`src/include/xc_cop_defines.svh`:
```
// XCrypto coprocessor constants
// Widths, register count and instruction field positions
`ifndef XC_COP_DEFINES_SVH
`define XC_COP_DEFINES_SVH

// Datapath width
`define XC_XLEN 32

// COP register count, indexed by 4 bits
`define XC_NCREG 16

// Major opcode claimed by the bridge
`define XC_OPC_CUSTOM0 7'b0001011

// Instruction field slices
`define XC_F_OPCODE 6:0
`define XC_F_CRD    10:7   // Low 4 bits of rd
`define XC_F_FUNCT3 14:12  // Operation select
`define XC_F_CRS1   18:15  // Low 4 bits of rs1
`define XC_F_CRS2   23:20  // Low 4 bits of rs2
`define XC_F_SHAMT  29:25  // Rotate amount in funct7

`endif
```
`src/hw/xc_cop_pkg.sv`:
```
// XCrypto coprocessor shared types
// Control FSM states and the operation codes decoded from funct3
package xc_cop_pkg;

  // Control FSM states
  typedef enum logic [2:0] {
    IDLE = 3'd0, // Waiting for a claimed instruction
    EXEC = 3'd1, // Operand capture
    ROT  = 3'd2, // One rotate step per cycle
    RESP = 3'd3, // Finish pulse and write back
    DROP = 3'd4  // Give the CPU a cycle to move on
  } cop_state_e;

  // Operation codes
  // Values match funct3 so the decode is a plain cast
  typedef enum logic [2:0] {
    OP_MV2COP = 3'd0, // GPR rs1 into COP register
    OP_MV2GPR = 3'd1, // COP register back to GPR rd
    OP_XOR    = 3'd2,
    OP_ADD    = 3'd3, // Wraps at 32 bits
    OP_ROTL   = 3'd4  // Rotate left by the immediate
  } cop_op_e;

  // funct3 codes 5..7 are not claimed by the bridge

endpackage

```
`src/hw/xc_cop_top.sv`:
```
// XCrypto-style coprocessor top level
// PCPI bridge, control FSM, iteration counter, execution unit
// and COP register file
`timescale 1ns/1ps
`include "xc_cop_defines.svh"

module xc_cop_top (
  input  logic                clk,
  input  logic                rst,
  input  logic                pcpi_valid,
  input  logic [`XC_XLEN-1:0] pcpi_insn,
  input  logic [`XC_XLEN-1:0] pcpi_rs1,
  input  logic [`XC_XLEN-1:0] pcpi_rs2,   // No operation reads rs2
  output logic                pcpi_wr,
  output logic [`XC_XLEN-1:0] pcpi_rd,
  output logic                pcpi_wait,
  output logic                pcpi_ready
);
  import xc_cop_pkg::*;

  // Bridge to FSM and datapath
  logic                insn_req;
  cop_op_e             op;
  logic [3:0]          crd;
  logic [3:0]          crs1;
  logic [3:0]          crs2;
  logic [4:0]          shamt;
  logic [`XC_XLEN-1:0] rs1_data;

  // FSM strobes
  logic                insn_ack;  // Accept pulse, watched by the bound checks
  logic                insn_rsp;
  logic                insn_wr;
  logic                cnt_load;
  logic                cnt_done;
  logic                exec_load;
  logic                exec_step;
  logic                rf_we;

  // Datapath
  logic [`XC_XLEN-1:0] crs1_val;
  logic [`XC_XLEN-1:0] crs2_val;
  logic [`XC_XLEN-1:0] result;

  pcpi_cop_bridge u_bridge (
    .pcpi_valid (pcpi_valid),
    .pcpi_insn  (pcpi_insn),
    .pcpi_rs1   (pcpi_rs1),
    .insn_rsp   (insn_rsp),
    .insn_wr    (insn_wr),
    .result     (result),
    .pcpi_wr    (pcpi_wr),
    .pcpi_rd    (pcpi_rd),
    .pcpi_wait  (pcpi_wait),
    .pcpi_ready (pcpi_ready),
    .insn_req   (insn_req),
    .op         (op),
    .crd        (crd),
    .crs1       (crs1),
    .crs2       (crs2),
    .shamt      (shamt),
    .rs1_data   (rs1_data)
  );

  cop_ctrl_fsm u_fsm (
    .clk        (clk),
    .rst        (rst),
    .insn_req   (insn_req),
    .op         (op),
    .cnt_done   (cnt_done),
    .pcpi_valid (pcpi_valid),
    .insn_ack   (insn_ack),
    .insn_rsp   (insn_rsp),
    .insn_wr    (insn_wr),
    .cnt_load   (cnt_load),
    .exec_load  (exec_load),
    .exec_step  (exec_step),
    .rf_we      (rf_we)
  );

  cop_cycle_counter u_cnt (
    .clk      (clk),
    .rst      (rst),
    .cnt_load (cnt_load),
    .shamt    (shamt),
    .cnt_done (cnt_done)
  );

  cop_exec_unit u_exec (
    .clk       (clk),
    .rst       (rst),
    .exec_load (exec_load),
    .exec_step (exec_step),
    .op        (op),
    .rs1_data  (rs1_data),
    .crs1_val  (crs1_val),
    .crs2_val  (crs2_val),
    .result    (result)
  );

  // Write address is crd, held by the CPU until ready
  cop_regfile u_rf (
    .clk    (clk),
    .rst    (rst),
    .we     (rf_we),
    .waddr  (crd),
    .wdata  (result),
    .raddr1 (crs1),
    .raddr2 (crs2),
    .rdata1 (crs1_val),
    .rdata2 (crs2_val)
  );

endmodule

```
`src/hw/pcpi_cop_bridge.sv`:
```
// PCPI to coprocessor bridge
// Claims custom-0 instructions with a legal funct3, slices out the
// register fields and builds the PCPI reply from the finish strobes
`timescale 1ns/1ps
`include "xc_cop_defines.svh"

module pcpi_cop_bridge (
  input  logic                 pcpi_valid,
  input  logic [`XC_XLEN-1:0]  pcpi_insn,
  input  logic [`XC_XLEN-1:0]  pcpi_rs1,
  input  logic                 insn_rsp,
  input  logic                 insn_wr,
  input  logic [`XC_XLEN-1:0]  result,
  output logic                 pcpi_wr,
  output logic [`XC_XLEN-1:0]  pcpi_rd,
  output logic                 pcpi_wait,
  output logic                 pcpi_ready,
  output logic                 insn_req,
  output xc_cop_pkg::cop_op_e  op,
  output logic [3:0]           crd,
  output logic [3:0]           crs1,
  output logic [3:0]           crs2,
  output logic [4:0]           shamt,
  output logic [`XC_XLEN-1:0]  rs1_data
);
  import xc_cop_pkg::*;

  logic opc_hit; // Major opcode is custom-0
  logic fn3_ok;  // funct3 names a COP operation

  assign opc_hit = (pcpi_insn[`XC_F_OPCODE] == `XC_OPC_CUSTOM0);
  assign op      = cop_op_e'(pcpi_insn[`XC_F_FUNCT3]);

  always_comb begin
    case (op)
      OP_MV2COP, OP_MV2GPR, OP_XOR, OP_ADD, OP_ROTL: fn3_ok = 1'b1;
      default: fn3_ok = 1'b0; // Unused codes left for the CPU to trap
    endcase
  end

  // Request level to the FSM
  assign insn_req = pcpi_valid && opc_hit && fn3_ok;

  // Field slices, held stable by the CPU until ready
  assign crd      = pcpi_insn[`XC_F_CRD];
  assign crs1     = pcpi_insn[`XC_F_CRS1];
  assign crs2     = pcpi_insn[`XC_F_CRS2];
  assign shamt    = pcpi_insn[`XC_F_SHAMT];
  assign rs1_data = pcpi_rs1;

  // PCPI reply
  assign pcpi_ready = insn_rsp;
  assign pcpi_wr    = insn_wr;
  assign pcpi_rd    = insn_wr ? result : '0;       // Zero unless writing rd
  assign pcpi_wait  = insn_req && !insn_rsp;       // Busy until the finish pulse

endmodule

```
`src/hw/cop_ctrl_fsm.sv`:
```
// Coprocessor control FSM
// Walks IDLE, EXEC, optional ROT, RESP and DROP for each claimed
// instruction and raises the datapath and write-back strobes
`timescale 1ns/1ps

module cop_ctrl_fsm (
  input  logic                clk,
  input  logic                rst,
  input  logic                insn_req,
  input  xc_cop_pkg::cop_op_e op,
  input  logic                cnt_done,
  input  logic                pcpi_valid,
  output logic                insn_ack,
  output logic                insn_rsp,
  output logic                insn_wr,
  output logic                cnt_load,
  output logic                exec_load,
  output logic                exec_step,
  output logic                rf_we
);
  import xc_cop_pkg::*;

  cop_state_e state;     // Current state
  cop_state_e state_nxt;

  always_ff @(posedge clk) begin
    if (rst) begin
      state <= IDLE;
    end else begin
      state <= state_nxt;
    end
  end

  always_comb begin
    state_nxt = state;
    case (state)
      IDLE: begin
        if (insn_ack) begin
          state_nxt = EXEC;
        end
      end
      EXEC: begin
        if (!pcpi_valid) begin
          state_nxt = IDLE;                         // Request withdrawn, no write
        end else if (op == OP_ROTL && !cnt_done) begin
          state_nxt = ROT;                          // Nonzero rotate amount
        end else begin
          state_nxt = RESP;
        end
      end
      ROT: begin
        if (!pcpi_valid) begin
          state_nxt = IDLE;
        end else if (cnt_done) begin
          state_nxt = RESP;                         // Last step taken this cycle
        end
      end
      RESP:    state_nxt = DROP;
      DROP:    state_nxt = IDLE;                    // CPU swaps or drops insn here
      default: state_nxt = IDLE;
    endcase
  end

  // Accept pulse
  assign insn_ack = (state == IDLE) && insn_req;

  // Counter loaded on accept so EXEC already counts one step
  assign cnt_load = insn_ack;

  // Datapath strobes
  assign exec_load = (state == EXEC);
  assign exec_step = (state == ROT);

  // Finish pulse and write back
  assign insn_rsp = (state == RESP);
  assign insn_wr  = insn_rsp && (op == OP_MV2GPR); // Result to GPR rd
  assign rf_we    = insn_rsp && (op != OP_MV2GPR); // Result to COP crd

endmodule

```
`src/hw/cop_exec_unit.sv`:
```
// Coprocessor execution unit
// Result register loaded from the selected operation,
// then rotated left one bit per step for OP_ROTL
`timescale 1ns/1ps
`include "xc_cop_defines.svh"

module cop_exec_unit (
  input  logic                 clk,
  input  logic                 rst,
  input  logic                 exec_load,
  input  logic                 exec_step,
  input  xc_cop_pkg::cop_op_e  op,
  input  logic [`XC_XLEN-1:0]  rs1_data,
  input  logic [`XC_XLEN-1:0]  crs1_val,
  input  logic [`XC_XLEN-1:0]  crs2_val,
  output logic [`XC_XLEN-1:0]  result
);
  import xc_cop_pkg::*;

  logic [`XC_XLEN-1:0] op_val; // Single-cycle result
  logic [`XC_XLEN-1:0] rot1;   // Result rotated by one

  always_comb begin
    case (op)
      OP_MV2COP: op_val = rs1_data;            // From the CPU
      OP_XOR:    op_val = crs1_val ^ crs2_val;
      OP_ADD:    op_val = crs1_val + crs2_val; // Carry out dropped
      default:   op_val = crs1_val;            // MV2GPR and ROTL start value
    endcase
  end

  assign rot1 = {result[`XC_XLEN-2:0], result[`XC_XLEN-1]};

  // Load wins over step, the FSM never asks for both
  always_ff @(posedge clk) begin
    if (rst) begin
      result <= '0;
    end else if (exec_load) begin
      result <= op_val;
    end else if (exec_step) begin
      result <= rot1;
    end
  end

endmodule

```
`src/hw/cop_regfile.sv`:
```
// Coprocessor register file
// 16 x 32 bits, two combinational read ports, one synchronous write
// c0 is an ordinary register
`timescale 1ns/1ps
`include "xc_cop_defines.svh"

module cop_regfile (
  input  logic                 clk,
  input  logic                 rst,
  input  logic                 we,
  input  logic [3:0]           waddr,
  input  logic [`XC_XLEN-1:0]  wdata,
  input  logic [3:0]           raddr1,
  input  logic [3:0]           raddr2,
  output logic [`XC_XLEN-1:0]  rdata1,
  output logic [`XC_XLEN-1:0]  rdata2
);

  logic [`XC_XLEN-1:0] regs [`XC_NCREG];

  always_ff @(posedge clk) begin
    if (rst) begin
      for (int i = 0; i < `XC_NCREG; i++) begin
        regs[i] <= '0; // All registers start at zero
      end
    end else if (we) begin
      regs[waddr] <= wdata;
    end
  end

  // Read ports, no bypass of a same-cycle write
  assign rdata1 = regs[raddr1];
  assign rdata2 = regs[raddr2];

endmodule

```
`src/hw/cop_cycle_counter.sv`:
```
// Iteration counter for multi-cycle operations
// Loaded with the rotate amount on accept, counts down to zero
`timescale 1ns/1ps

module cop_cycle_counter (
  input  logic       clk,
  input  logic       rst,
  input  logic       cnt_load,
  input  logic [4:0] shamt,
  output logic       cnt_done
);

  logic [4:0] count; // Steps still to run

  always_ff @(posedge clk) begin
    if (rst) begin
      count <= '0;
    end else if (cnt_load) begin
      count <= shamt;
    end else if (count != '0) begin
      count <= count - 5'd1; // Stops at zero
    end
  end

  // Zero load finishes at once
  assign cnt_done = (count == '0);

endmodule

```
`config.mk`:
```
export PLATFORM = sky130hd
export DESIGN_NAME = xc_cop_top
export DESIGN_NICKNAME = d
export VERILOG_FILES = /design/src/hw/xc_cop_pkg.sv /design/src/hw/xc_cop_top.sv /design/src/hw/pcpi_cop_bridge.sv /design/src/hw/cop_ctrl_fsm.sv /design/src/hw/cop_exec_unit.sv /design/src/hw/cop_regfile.sv /design/src/hw/cop_cycle_counter.sv
export VERILOG_INCLUDE_DIRS = /design/src /design/src/include
export SDC_FILE = /design/constraint.sdc
export NUM_CORES = 1
export LEC_CHECK = 0
export ABC_CLOCK_PERIOD_IN_PS = 4500
export BUFFER_PORTS_ARGS = -buffer_cell sky130_fd_sc_hd__buf_4
export CAP_MARGIN = 20
export CORE_UTILIZATION = 30
export CTS_CLUSTER_DIAMETER = 60
export CTS_CLUSTER_SIZE = 16
export DETAILED_ROUTE_END_ITERATION = 10
export PLACE_DENSITY = 0.46
export SYNTH_ARGS = -nofsm -noshare
export SYNTH_HDL_FRONTEND = slang
export SYNTH_SLANG_ARGS = --single-unit
```
`constraint.sdc`:
```
create_clock -name clk -period 4.5 [get_ports clk]
set_input_delay 0.45 -clock clk [delete_from_list [all_inputs] [get_ports clk]]
set_output_delay 0.45 -clock clk [all_outputs]
set_load 0.02 [all_outputs]
```
==> results of run 1 <==
==> sequential cells by signal (all words and copies together), names as in the netlist <==
register       flops
u_cnt.count        5
u_exec.result     32
u_fsm.state        3
u_rf.regs        512
==> logic make-up (layout without fill, tap and decap cells) <==
group	count (synthesis)	after routing	share of synthesized area
buffers and inverters	210	406	0.02744
and+or+nand+nor	764	764	0.1447
xor gates and xnor gates	24	24	0.006801
other	0	10	0
AOI/OAI and AO/OA	211	211	0.04574
DFF	552	552	0.5233
adders and majority gates	33	33	0.01360
muxes	337	337	0.2385
==> metrics by stage <==
step                      setup slack (ns)  TNS (ns)  utilization  cell area (um2)
final                               0.2717         0       0.3585            36530
after detailed placement           -0.1919   -0.7269       0.3401            34650
after floorplan                    0.02752         0            -            30910
after global routing               0.01631         0       0.3583            36510
after CTS                           0.1283         0       0.3583            36500
after global placement             -0.2475    -1.163       0.3398            34620
==> placed cells by master, fill, tap and decap left out, types with 20 or more instances in the layout <==
| cell type | count |
|---|---|
| and2_1 | 547 |
| o21ai_0 | 34 |
| buf_4 | 241 |
| ha_1 | 32 |
| nor3_1 | 20 |
| a21oi_1 | 55 |
| buf_12 | 40 |
| mux4_2 | 319 |
| edfxtp_1 | 512 |
| dfxtp_1 | 40 |
| nand2_1 | 59 |
| clkbuf_16 | 56 |
| nor2_1 | 40 |
==> worst paths after layout <==
path	start	end	slack, ns
hold / removal	pcpi_insn[25]	u_cnt.count[0]	0.07
setup reg to reg	u_rf.regs[3][1]	u_exec.result[31]	0.27
setup / recovery	u_rf.regs[3][1]	u_exec.result[31]	0.27
hold reg to reg	u_fsm.state[2]	u_fsm.state[0]	0.51
==> area by class of cell <==
cell class                 instances  area share
clock buffer                      65     0.03983
antenna                           10   0.0006850
inverter                          15    0.001541
timing repair buffer             286     0.07364
clock inverter                    40     0.01086
tap                             1368     0.04685
sequential                       552      0.4428
multi-input combinational       1369      0.3838
==> per-layer routing <==
layer	track usage	wire length, um
met5	0	0
met4	0.05793	3012
met3	0.03656	8548
met2	0.3555	54140
met1	0.3199	50820
==> Yosys cell counts (17+ instances only) <==
library cell	instances	area (um2)
ha_1	32	400.4
clkbuf_1	155	581.8
nor2_1	53	198.9
o21ai_0	34	170.2
buf_2	21	105.1
mux4_2	319	7184
nand2_1	60	225.2
nor3_1	26	130.1
o22ai_1	17	106.4
edfxtp_1	512	15370
a21oi_1	56	280.3
dfxtp_1	40	800.8
and2_1	547	3422
==> critical path, cell delays in order, from the launching register on <==
cell and delay, ns:
edfxtp_1 0.42, mux4_2 0.48, mux2_2 0.28, o21ai_1 0.33, inv_1 0.11, ha_1 0.32
a211oi_1 0.34, o211ai_1 0.20, a21oi_2 0.34, o31a_1 0.24, o31ai_2 0.10, a221oi_1 0.40
nor3_1 0.07, nand3b_1 0.18, a221oi_1 0.26
==> power by group through the flow <==
stage	Combinational (mW)	Clock [mW]	Sequential (mW)
after floorplan	1.15	0	5.92
after global placement	1.96	0	5.95
after detailed placement	1.98	0	5.96
after CTS	1.98	4.91	5.85
after global routing	2.10	5.08	5.87
final	1.98	4.82	5.85
==> what timing repair did <==
item,CTS,global route
resized for setup,0,1
hold buffers,0,0
setup endpoints to repair,0,1
==> out/metrics.csv, run 1 <==
metric,value,unit
cts_tree,yes,
vias_per_cell,5.523,
synth_async_sr_flop_share,0,
core-area,101900,um2
place_inst,3590,
fin_nets,2412,
dr.pass1.iters,5,
synth_seq_cells,552,
grt_overflow_total,0,
critPathLaunchType,flop,
r2r_cells,14,
yosysWarnings,0,
cap_violations,0,
finalSetupViolations,0,
swShare,0.2696,
synth-edff-count,512,
portBuffers,96,
internal_power,9.243,mW
arrival,4.75,ns
seqPwrFrac,0.462,
drc,0,
drv_slew,0,
tightest_slew,1.133,ns
ios,134,
rsz0062_at_grt,false,
p_per_area,346.4,nW/um2
num_rows,117,
dp_hpwl,71.57,mm
hold_viol,0,
holdCritPathClass,in -> reg,
irDropWorstVdd,0.3279,mV
finClkSkew,0.03900,ns
drt_iter0_drc,2638,
post_cts_buffers,0,
cts_buffers,56,
clk_pin_slew,0.07,ns
syn2layout_area_growth,18.18,%
track_usage,0.2248,
wirelength,116.5,mm
whs,0.06961,ns
fmax,236.5,MHz
h-tree-depth,2,
multi_input_area,14020,um2
grt_max_degree,62,
crit_fanout,4,
die_y,323.0,um
antenna_found_initial,12,
pwr-share-clk,0.381,
yosysUniqueCellTypes,63,
via_count,20462,
die-area,104300,um2
end_kind,flop,
p_comb_frac,0.156,
clock-sinks,552,
synth_area,30910,um2
die_x,323.0,um
clk_latency,0.65,ns
power,12.65,mW
synth_ff_type,edfxtp_1,
synthCells,2131,
period_minus_slack,4.228,ns
cp.required,5.02,ns
clockBufferDepth,3,
syn_area_per_cell,14.51,um2
path_class,reg -> reg,
seq_area_frac_synth,0.5233,
period_share,0.9396,
grt_pass1_vias,20910,
power_switching,3.411,mW
grt_first_pass_wirelength,162.2,mm
status,completed,
wire_per_inst,31.45,um
whs_path_depth,3,
cts_root_buffer,clkbuf_16,
seq_area,16180,um2
ant_nets,0,
max-slew-margin-rel,0.2441,
leakagePower,13.09,nW
fillers,9727,
layout-drive-gt1-share,0.3214,
layoutNonFillerInstCount,3705,
initial_core_util,0.3034,
routabilityCongestion,0.8931,
postSynthNetCount,2263,
Power figures use the tool's default switching activity.
==> run 2, diff against run 1 <==
--- a/config.mk
+++ b/config.mk
@@ -6,14 +6,15 @@
 export SDC_FILE = /design/constraint.sdc
 export NUM_CORES = 1
 export LEC_CHECK = 0
+export ABC_AREA = 1
 export ABC_CLOCK_PERIOD_IN_PS = 4500
-export BUFFER_PORTS_ARGS = -buffer_cell sky130_fd_sc_hd__buf_4
 export CAP_MARGIN = 20
 export CORE_UTILIZATION = 30
 export CTS_CLUSTER_DIAMETER = 60
 export CTS_CLUSTER_SIZE = 16
 export DETAILED_ROUTE_END_ITERATION = 10
-export PLACE_DENSITY = 0.46
+export DONT_BUFFER_PORTS = 1
+export PLACE_DENSITY = 0.45
 export SYNTH_ARGS = -nofsm -noshare
 export SYNTH_HDL_FRONTEND = slang
 export SYNTH_SLANG_ARGS = --single-unit
==> out/metrics.csv, run 2 <==
metric,value,unit,change
status,"finished, violations left",,was completed
violations,max-slew violations,,
syn2layout_area_growth,9.442,%,was 18.18%
portBuffers,0,,was 96
r2r-end,u_exec.result[20],,was u_exec.result[31]
cp-endpoint,pcpi_rd[10],,was u_exec.result[31]
synthCells,4021,,"was 2,131"
hold_viol,0,,unchanged
post_cts_buffers,0,,unchanged
dr.pass1.iters,5,,unchanged
die-area,111900,um2,"was 104,300 um2"
drv_slew,216,,was 0
postSynthNetCount,4153,,"was 2,263"
final_cell_mix,"nand2_1, edfxtp_1, nor2_1",,"was and2_1, edfxtp_1, mux4_2"
synth_seq_cells,552,,unchanged
die_y,334.5,um,was 323.0 um
grt_pass1_vias,26715,,"was 20,910"
yosysWarnings,0,,unchanged
synth_async_sr_flop_share,0,,unchanged
cts_buffers,61,,was 56
reg2reg_from,u_rf.regs[5][0],,was u_rf.regs[3][1]
r2r_slack,1.10,ns,was 0.27 ns
clk_latency,0.66,ns,was 0.65 ns
synth_top_area_cell,edfxtp_1,,unchanged
cts-resized-gates,0,,unchanged
top_regs,"u_rf.regs x512, u_exec.result x32, u_cnt.count x5",,unchanged
cts_hold_buf,7,,was 0
clock-sinks,552,,unchanged
grt_overflow_total,0,,unchanged
ys_top_cells_by_area,"edfxtp_1, nand2_1, a21oi_1",,"was edfxtp_1, mux4_2, and2_1"
cts_tree,yes,,unchanged
seqPwrFrac,0.448,,was 0.462
fmax,257.1,MHz,was 236.5 MHz
yosysUniqueCellTypes,43,,was 63
antenna_found_initial,2,,was 12
finClkSkew,0.02689,ns,was 0.03900 ns
drc,0,,unchanged
tns,0,ns,unchanged
antenna_cells,0,,was 10
syn_area_per_cell,8.249,um2,was 14.51 um2
layout-drive-gt1-share,0.1121,,was 0.3214
vias_per_cell,5.279,,was 5.523
arrival,3.44,ns,was 4.75 ns
ios,134,,unchanged
initial_core_util,0.3035,,was 0.3034
power_switching,3.612,mW,was 3.411 mW
rsz0062_at_grt,false,,unchanged
crit_fanout,19,,was 4
wirelength,132.7,mm,was 116.5 mm
seq_area_frac_synth,0.4877,,was 0.5233
path_class,reg -> out,,was reg -> reg
clockBufferDepth,3,,unchanged
critical_path.startpoint,u_fsm.state[1],,was u_rf.regs[3][1]
p_per_area,358.9,nW/um2,was 346.4 nW/um2
clk_pin_slew,0.06,ns,was 0.07 ns
period_minus_slack,3.890,ns,was 4.228 ns
grt_first_pass_wirelength,190.2,mm,was 162.2 mm
drt_iter0_drc,2629,,"was 2,638"
yosysMostFrequentCell,nand2_1,,was and2_1
leakagePower,13.25,nW,was 13.09 nW
via_count,28464,,"was 20,462"
critPathLaunchType,flop,,unchanged
regMostFlops,u_rf.regs,,unchanged
track_usage,0.2329,,was 0.2248
wire_per_inst,24.61,um,was 31.45 um
irDropWorstVdd,0.2996,mV,was 0.3279 mV
routabilityCongestion,0.8926,,was 0.8931
tightest_slew,1.802,ns,was 1.133 ns
cap_violations,0,,unchanged
core-area,109300,um2,"was 101,900 um2"
synth-edff-count,512,,unchanged
pwr-share-clk,0.419,,was 0.381
swShare,0.2772,,was 0.2696
p_comb_frac,0.133,,was 0.156
holdCritPathClass,in -> reg,,unchanged
yosys-top-cells-count,"nand2_1, edfxtp_1, nor2_1",,"was and2_1, edfxtp_1, mux4_2"
mostFrequentLayoutCell,nand2_1,,was and2_1
fin_nets,3997,,"was 2,412"
synth_ff_type,edfxtp_1,,unchanged
cp.required,4.05,ns,was 5.02 ns
period_share,0.8645,,was 0.9396
r2r_cells,22,,was 14
synth_top_cell_area_share,0.4635,,was 0.4974
internal_power,9.416,mW,was 9.243 mW
whs,0.02357,ns,was 0.06961 ns
grt_max_degree,513,,was 62
largest_reg_flops,512,,unchanged
cts_root_buffer,clkbuf_16,,unchanged
ant_nets,0,,unchanged
end_kind,output port,,was flop
finalSetupViolations,0,,unchanged
die_x,334.5,um,was 323.0 um
max-slew-margin-rel,-0.2012,,was 0.2441
synth_area,33170,um2,"was 30,910 um2"
h-tree-depth,2,,unchanged
dp_hpwl,77.51,mm,was 71.57 mm
num_rows,121,,was 117
## run 2: critical path, cell delays in order, from the launching register on
cell     delay (ns)
dfxtp_1        0.39
inv_1          0.10
nor3_4         0.30
inv_2          0.10
nor2_1         0.51
inv_2          0.52
buf_4          0.37
nor2_1         0.47
## run 2: metal layers
metal	vias to the layer above	share of wire	GRT usage
met1	13953	0.44	0.3137
li1	13390	-	-
met4	0	0.034	0.07906
met2	923	0.47	0.3851
met3	198	0.056	0.02822
met5	-	0	0
## run 2: cell families (layout without fill, tap and decap cells)
logic type,after synthesis,count (layout),synth area share
AO/OA/AOI/OAI,1039,1039,0.1782
XOR/XNOR,5,5,0.001320
buffers and inverters,741,636,0.09811
flip-flops,552,552,0.4877
adder cells (fa/ha/maj),33,33,0.01267
AND/OR/NAND/NOR,1651,1651,0.2220
## run 2: final cells by class
type | count | area, um2
Multi-Input combinational cell | 2728 | 13790
Inverter | 423 | 1590
Fill cell | 11584 | 73010
Tap cell | 1476 | 1847
Clock inverter | 45 | 530.5
Sequential cell | 552 | 16180
Timing Repair Buffer | 99 | 773.2
Clock buffer | 69 | 1599
## run 2: worst min path at each step
stage	start	endpoint	slack, ns	cells past startpoint
global route	pcpi_insn[25]	u_cnt.count[0]	0.04	2
global placement	u_exec.result[30]	u_exec.result[30]	0.46	2
finish	pcpi_rs1[18]	u_exec.result[18]	0.02	4
detailed placement	u_exec.result[30]	u_exec.result[30]	0.46	2
floorplan	u_exec.result[30]	u_exec.result[30]	0.45	2
CTS	pcpi_rs1[18]	u_exec.result[18]	0.003	4
## run 2: power groups by stage
stage	Clock [mW]	Sequential (mW)	Combinational (mW)
CTS	5.54	5.83	1.73
global route	5.72	5.85	1.94
floorplan	0	5.93	1.34
detailed placement	0	5.94	1.71
global placement	0	5.94	1.71
finish	5.46	5.83	1.74
## run 2: per-stage QoR
stage / setup slack (ns) / util / power, mW / area (um2) / cells
after floorplan: 1.191 / - / 7.274 / 33170 / 4021
after global placement: 0.8095 / 0.3119 / 7.646 / 34090 / 5270
after detailed placement: 0.8474 / 0.3119 / 7.654 / 34090 / 5270
after CTS: 0.4575 / 0.3320 / 13.10 / 36290 / 5391
after global routing: 0.3787 / 0.3321 / 13.51 / 36300 / 5392
final: 0.6097 / 0.3321 / 13.03 / 36300 / 5392
==> run 3, diff against run 2 <==
--- a/config.mk
+++ b/config.mk
@@ -8,13 +8,11 @@
 export LEC_CHECK = 0
 export ABC_AREA = 1
 export ABC_CLOCK_PERIOD_IN_PS = 4500
-export CAP_MARGIN = 20
-export CORE_UTILIZATION = 30
+export CORE_UTILIZATION = 45
 export CTS_CLUSTER_DIAMETER = 60
 export CTS_CLUSTER_SIZE = 16
 export DETAILED_ROUTE_END_ITERATION = 10
 export DONT_BUFFER_PORTS = 1
-export PLACE_DENSITY = 0.45
 export SYNTH_ARGS = -nofsm -noshare
 export SYNTH_HDL_FRONTEND = slang
 export SYNTH_SLANG_ARGS = --single-unit
==> out/metrics.csv, run 3 (synthesis gave the netlist of run 2 again) <==
metric,value,unit,change
status,completed,,"was finished, violations left"
largest_reg_flops,512,,unchanged
leakagePower,13.05,nW,was 13.25 nW
end_kind,output port,,unchanged
cts_root_buffer,clkbuf_16,,unchanged
via_count,28602,,"was 28,464"
tightest_slew,1.258,ns,was 1.802 ns
period_minus_slack,3.602,ns,was 3.890 ns
antenna_found_initial,1,,was 2
finalSetupViolations,0,,unchanged
grt_first_pass_wirelength,168.5,mm,was 190.2 mm
rsz0062_at_grt,false,,unchanged
period_share,0.8005,,was 0.8645
ios,134,,unchanged
post_cts_buffers,0,,unchanged
ant_nets,0,,unchanged
syn2layout_area_growth,6.488,%,was 9.442%
fillers,7010,,"was 11,584"
grt_max_degree,513,,unchanged
vias_per_cell,5.912,,was 5.279
critPathLaunchType,flop,,unchanged
fmax,277.6,MHz,was 257.1 MHz
irDropWorstVdd,0.3283,mV,was 0.2996 mV
cts_buffers,53,,was 61
die_y,273.5,um,was 334.5 um
arrival,3.15,ns,was 3.44 ns
grt_overflow_total,0,,unchanged
die_x,273.5,um,was 334.5 um
routabilityCongestion,0.8934,,was 0.8926
num_rows,99,,was 121
core-area,72960,um2,"was 109,300 um2"
top_regs,"u_rf.regs x512, u_exec.result x32, u_cnt.count x5",,unchanged
fin_nets,3970,,"was 3,997"
grt_pass1_vias,25903,,"was 26,715"
final_cell_mix,"nand2_1, edfxtp_1, nor2_1",,unchanged
drc,0,,unchanged
antenna_cells,0,,unchanged
layout-drive-gt1-share,0.1042,,was 0.1121
hold_viol,0,,unchanged
tns,0,ns,unchanged
portBuffers,0,,unchanged
cp.required,4.05,ns,about the same
wirelength,116.3,mm,was 132.7 mm
h-tree-depth,2,,unchanged
dr.pass1.iters,6,,was 5
clk_pin_slew,0.07,ns,was 0.06 ns
dp_hpwl,66.95,mm,was 77.51 mm
clock-sinks,552,,unchanged
crit_fanout,18,,was 19
cap_violations,0,,unchanged
die-area,74800,um2,"was 111,900 um2"
clockBufferDepth,3,,unchanged
drt_iter0_drc,3804,,"was 2,629"
initial_core_util,0.4546,,was 0.3035
finClkSkew,0.02430,ns,was 0.02689 ns
p_per_area,348.5,nW/um2,was 358.9 nW/um2
max-slew-margin-rel,0.1592,,was -0.2012
drv_slew,0,,was 216
clk_latency,0.63,ns,was 0.66 ns
mostFrequentLayoutCell,nand2_1,,unchanged
cts_tree,yes,,unchanged
power,12.31,mW,was 13.03 mW
track_usage,0.3054,,was 0.2329
regMostFlops,u_rf.regs,,unchanged
path_class,reg -> out,,unchanged
wire_per_inst,24.03,um,was 24.61 um
holdCritPathClass,in -> reg,,unchanged
==> run 3: cell type report <==
class / count / area, um2 / area share
Clock buffer: 60 / 1395 / 0.03950
Timing Repair Buffer: 80 / 753.2 / 0.02132
Sequential cell: 552 / 16180 / 0.4580
Tap cell: 959 / 1200 / 0.03397
Inverter: 423 / 1588 / 0.04495
Clock inverter: 36 / 424.2 / 0.01201
Multi-Input combinational cell: 2728 / 13790 / 0.3903
==> run 3: what timing repair did <==
item	CTS	global route
gates resized for setup	0	0
endpoints found under the hold margin	17	0
hold buffers	6	0
==> run 3: per-layer routing <==
layer  vias up  GRT usage  wire length, um
met3       213    0.03675            10170
met4         2     0.1572             6742
met2      1403     0.4727            51600
met1     13666     0.4210            47740
met5         -          0               12
li1      13318          -                -
==> run 3: worst paths after layout <==
kind	startpoint	to	slack, ns	cells after the start
setup / recovery	u_fsm.state[1]	pcpi_rd[10]	0.90	7
hold / removal	pcpi_insn[25]	u_cnt.count[0]	0.04	2
setup reg to reg	u_rf.regs[1][12]	u_exec.result[22]	0.95	18
hold reg to reg	u_exec.result[30]	u_exec.result[30]	0.47	2
==> run 3: power by group <==
group	total (mW)	internal (mW)	switching, mW
Sequential	5.83	5.76	0.0721
Combinational	1.70	0.549	1.16
Clock	4.77	2.58	2.19
Total	12.3	8.89	3.42
==> run 3: stage by stage <==
| stage | instance area (um2) | worst slack, ns | hold WS (ns) | std cells | util |
|---|---|---|---|---|---|
| 6_report | 35320 | 0.8975 | 0.04147 | 4838 | 0.4841 |
| 5_1_grt | 35320 | 0.7478 | 0.08041 | 4838 | 0.4841 |
| 4_1_cts | 35320 | 0.8388 | 0.01780 | 4838 | 0.4841 |
| 3_5_place_dp | 33440 | 0.9050 | 0.4534 | 4736 | 0.4584 |
| 3_3_place_gp | 33440 | 0.9269 | 0.4533 | 4736 | 0.4584 |
| 2_1_floorplan | 33170 | 1.191 | 0.4486 | 4021 | - |
==> run 3: worst max-delay path, stage by stage, from the launching register on <==
cell	delay (ns)
dfxtp_1	0.42
inv_1	0.11
nor3_4	0.30
inv_2	0.09
nor2_1	0.41
inv_2	0.43
buf_4	0.35
nor2_1	0.40
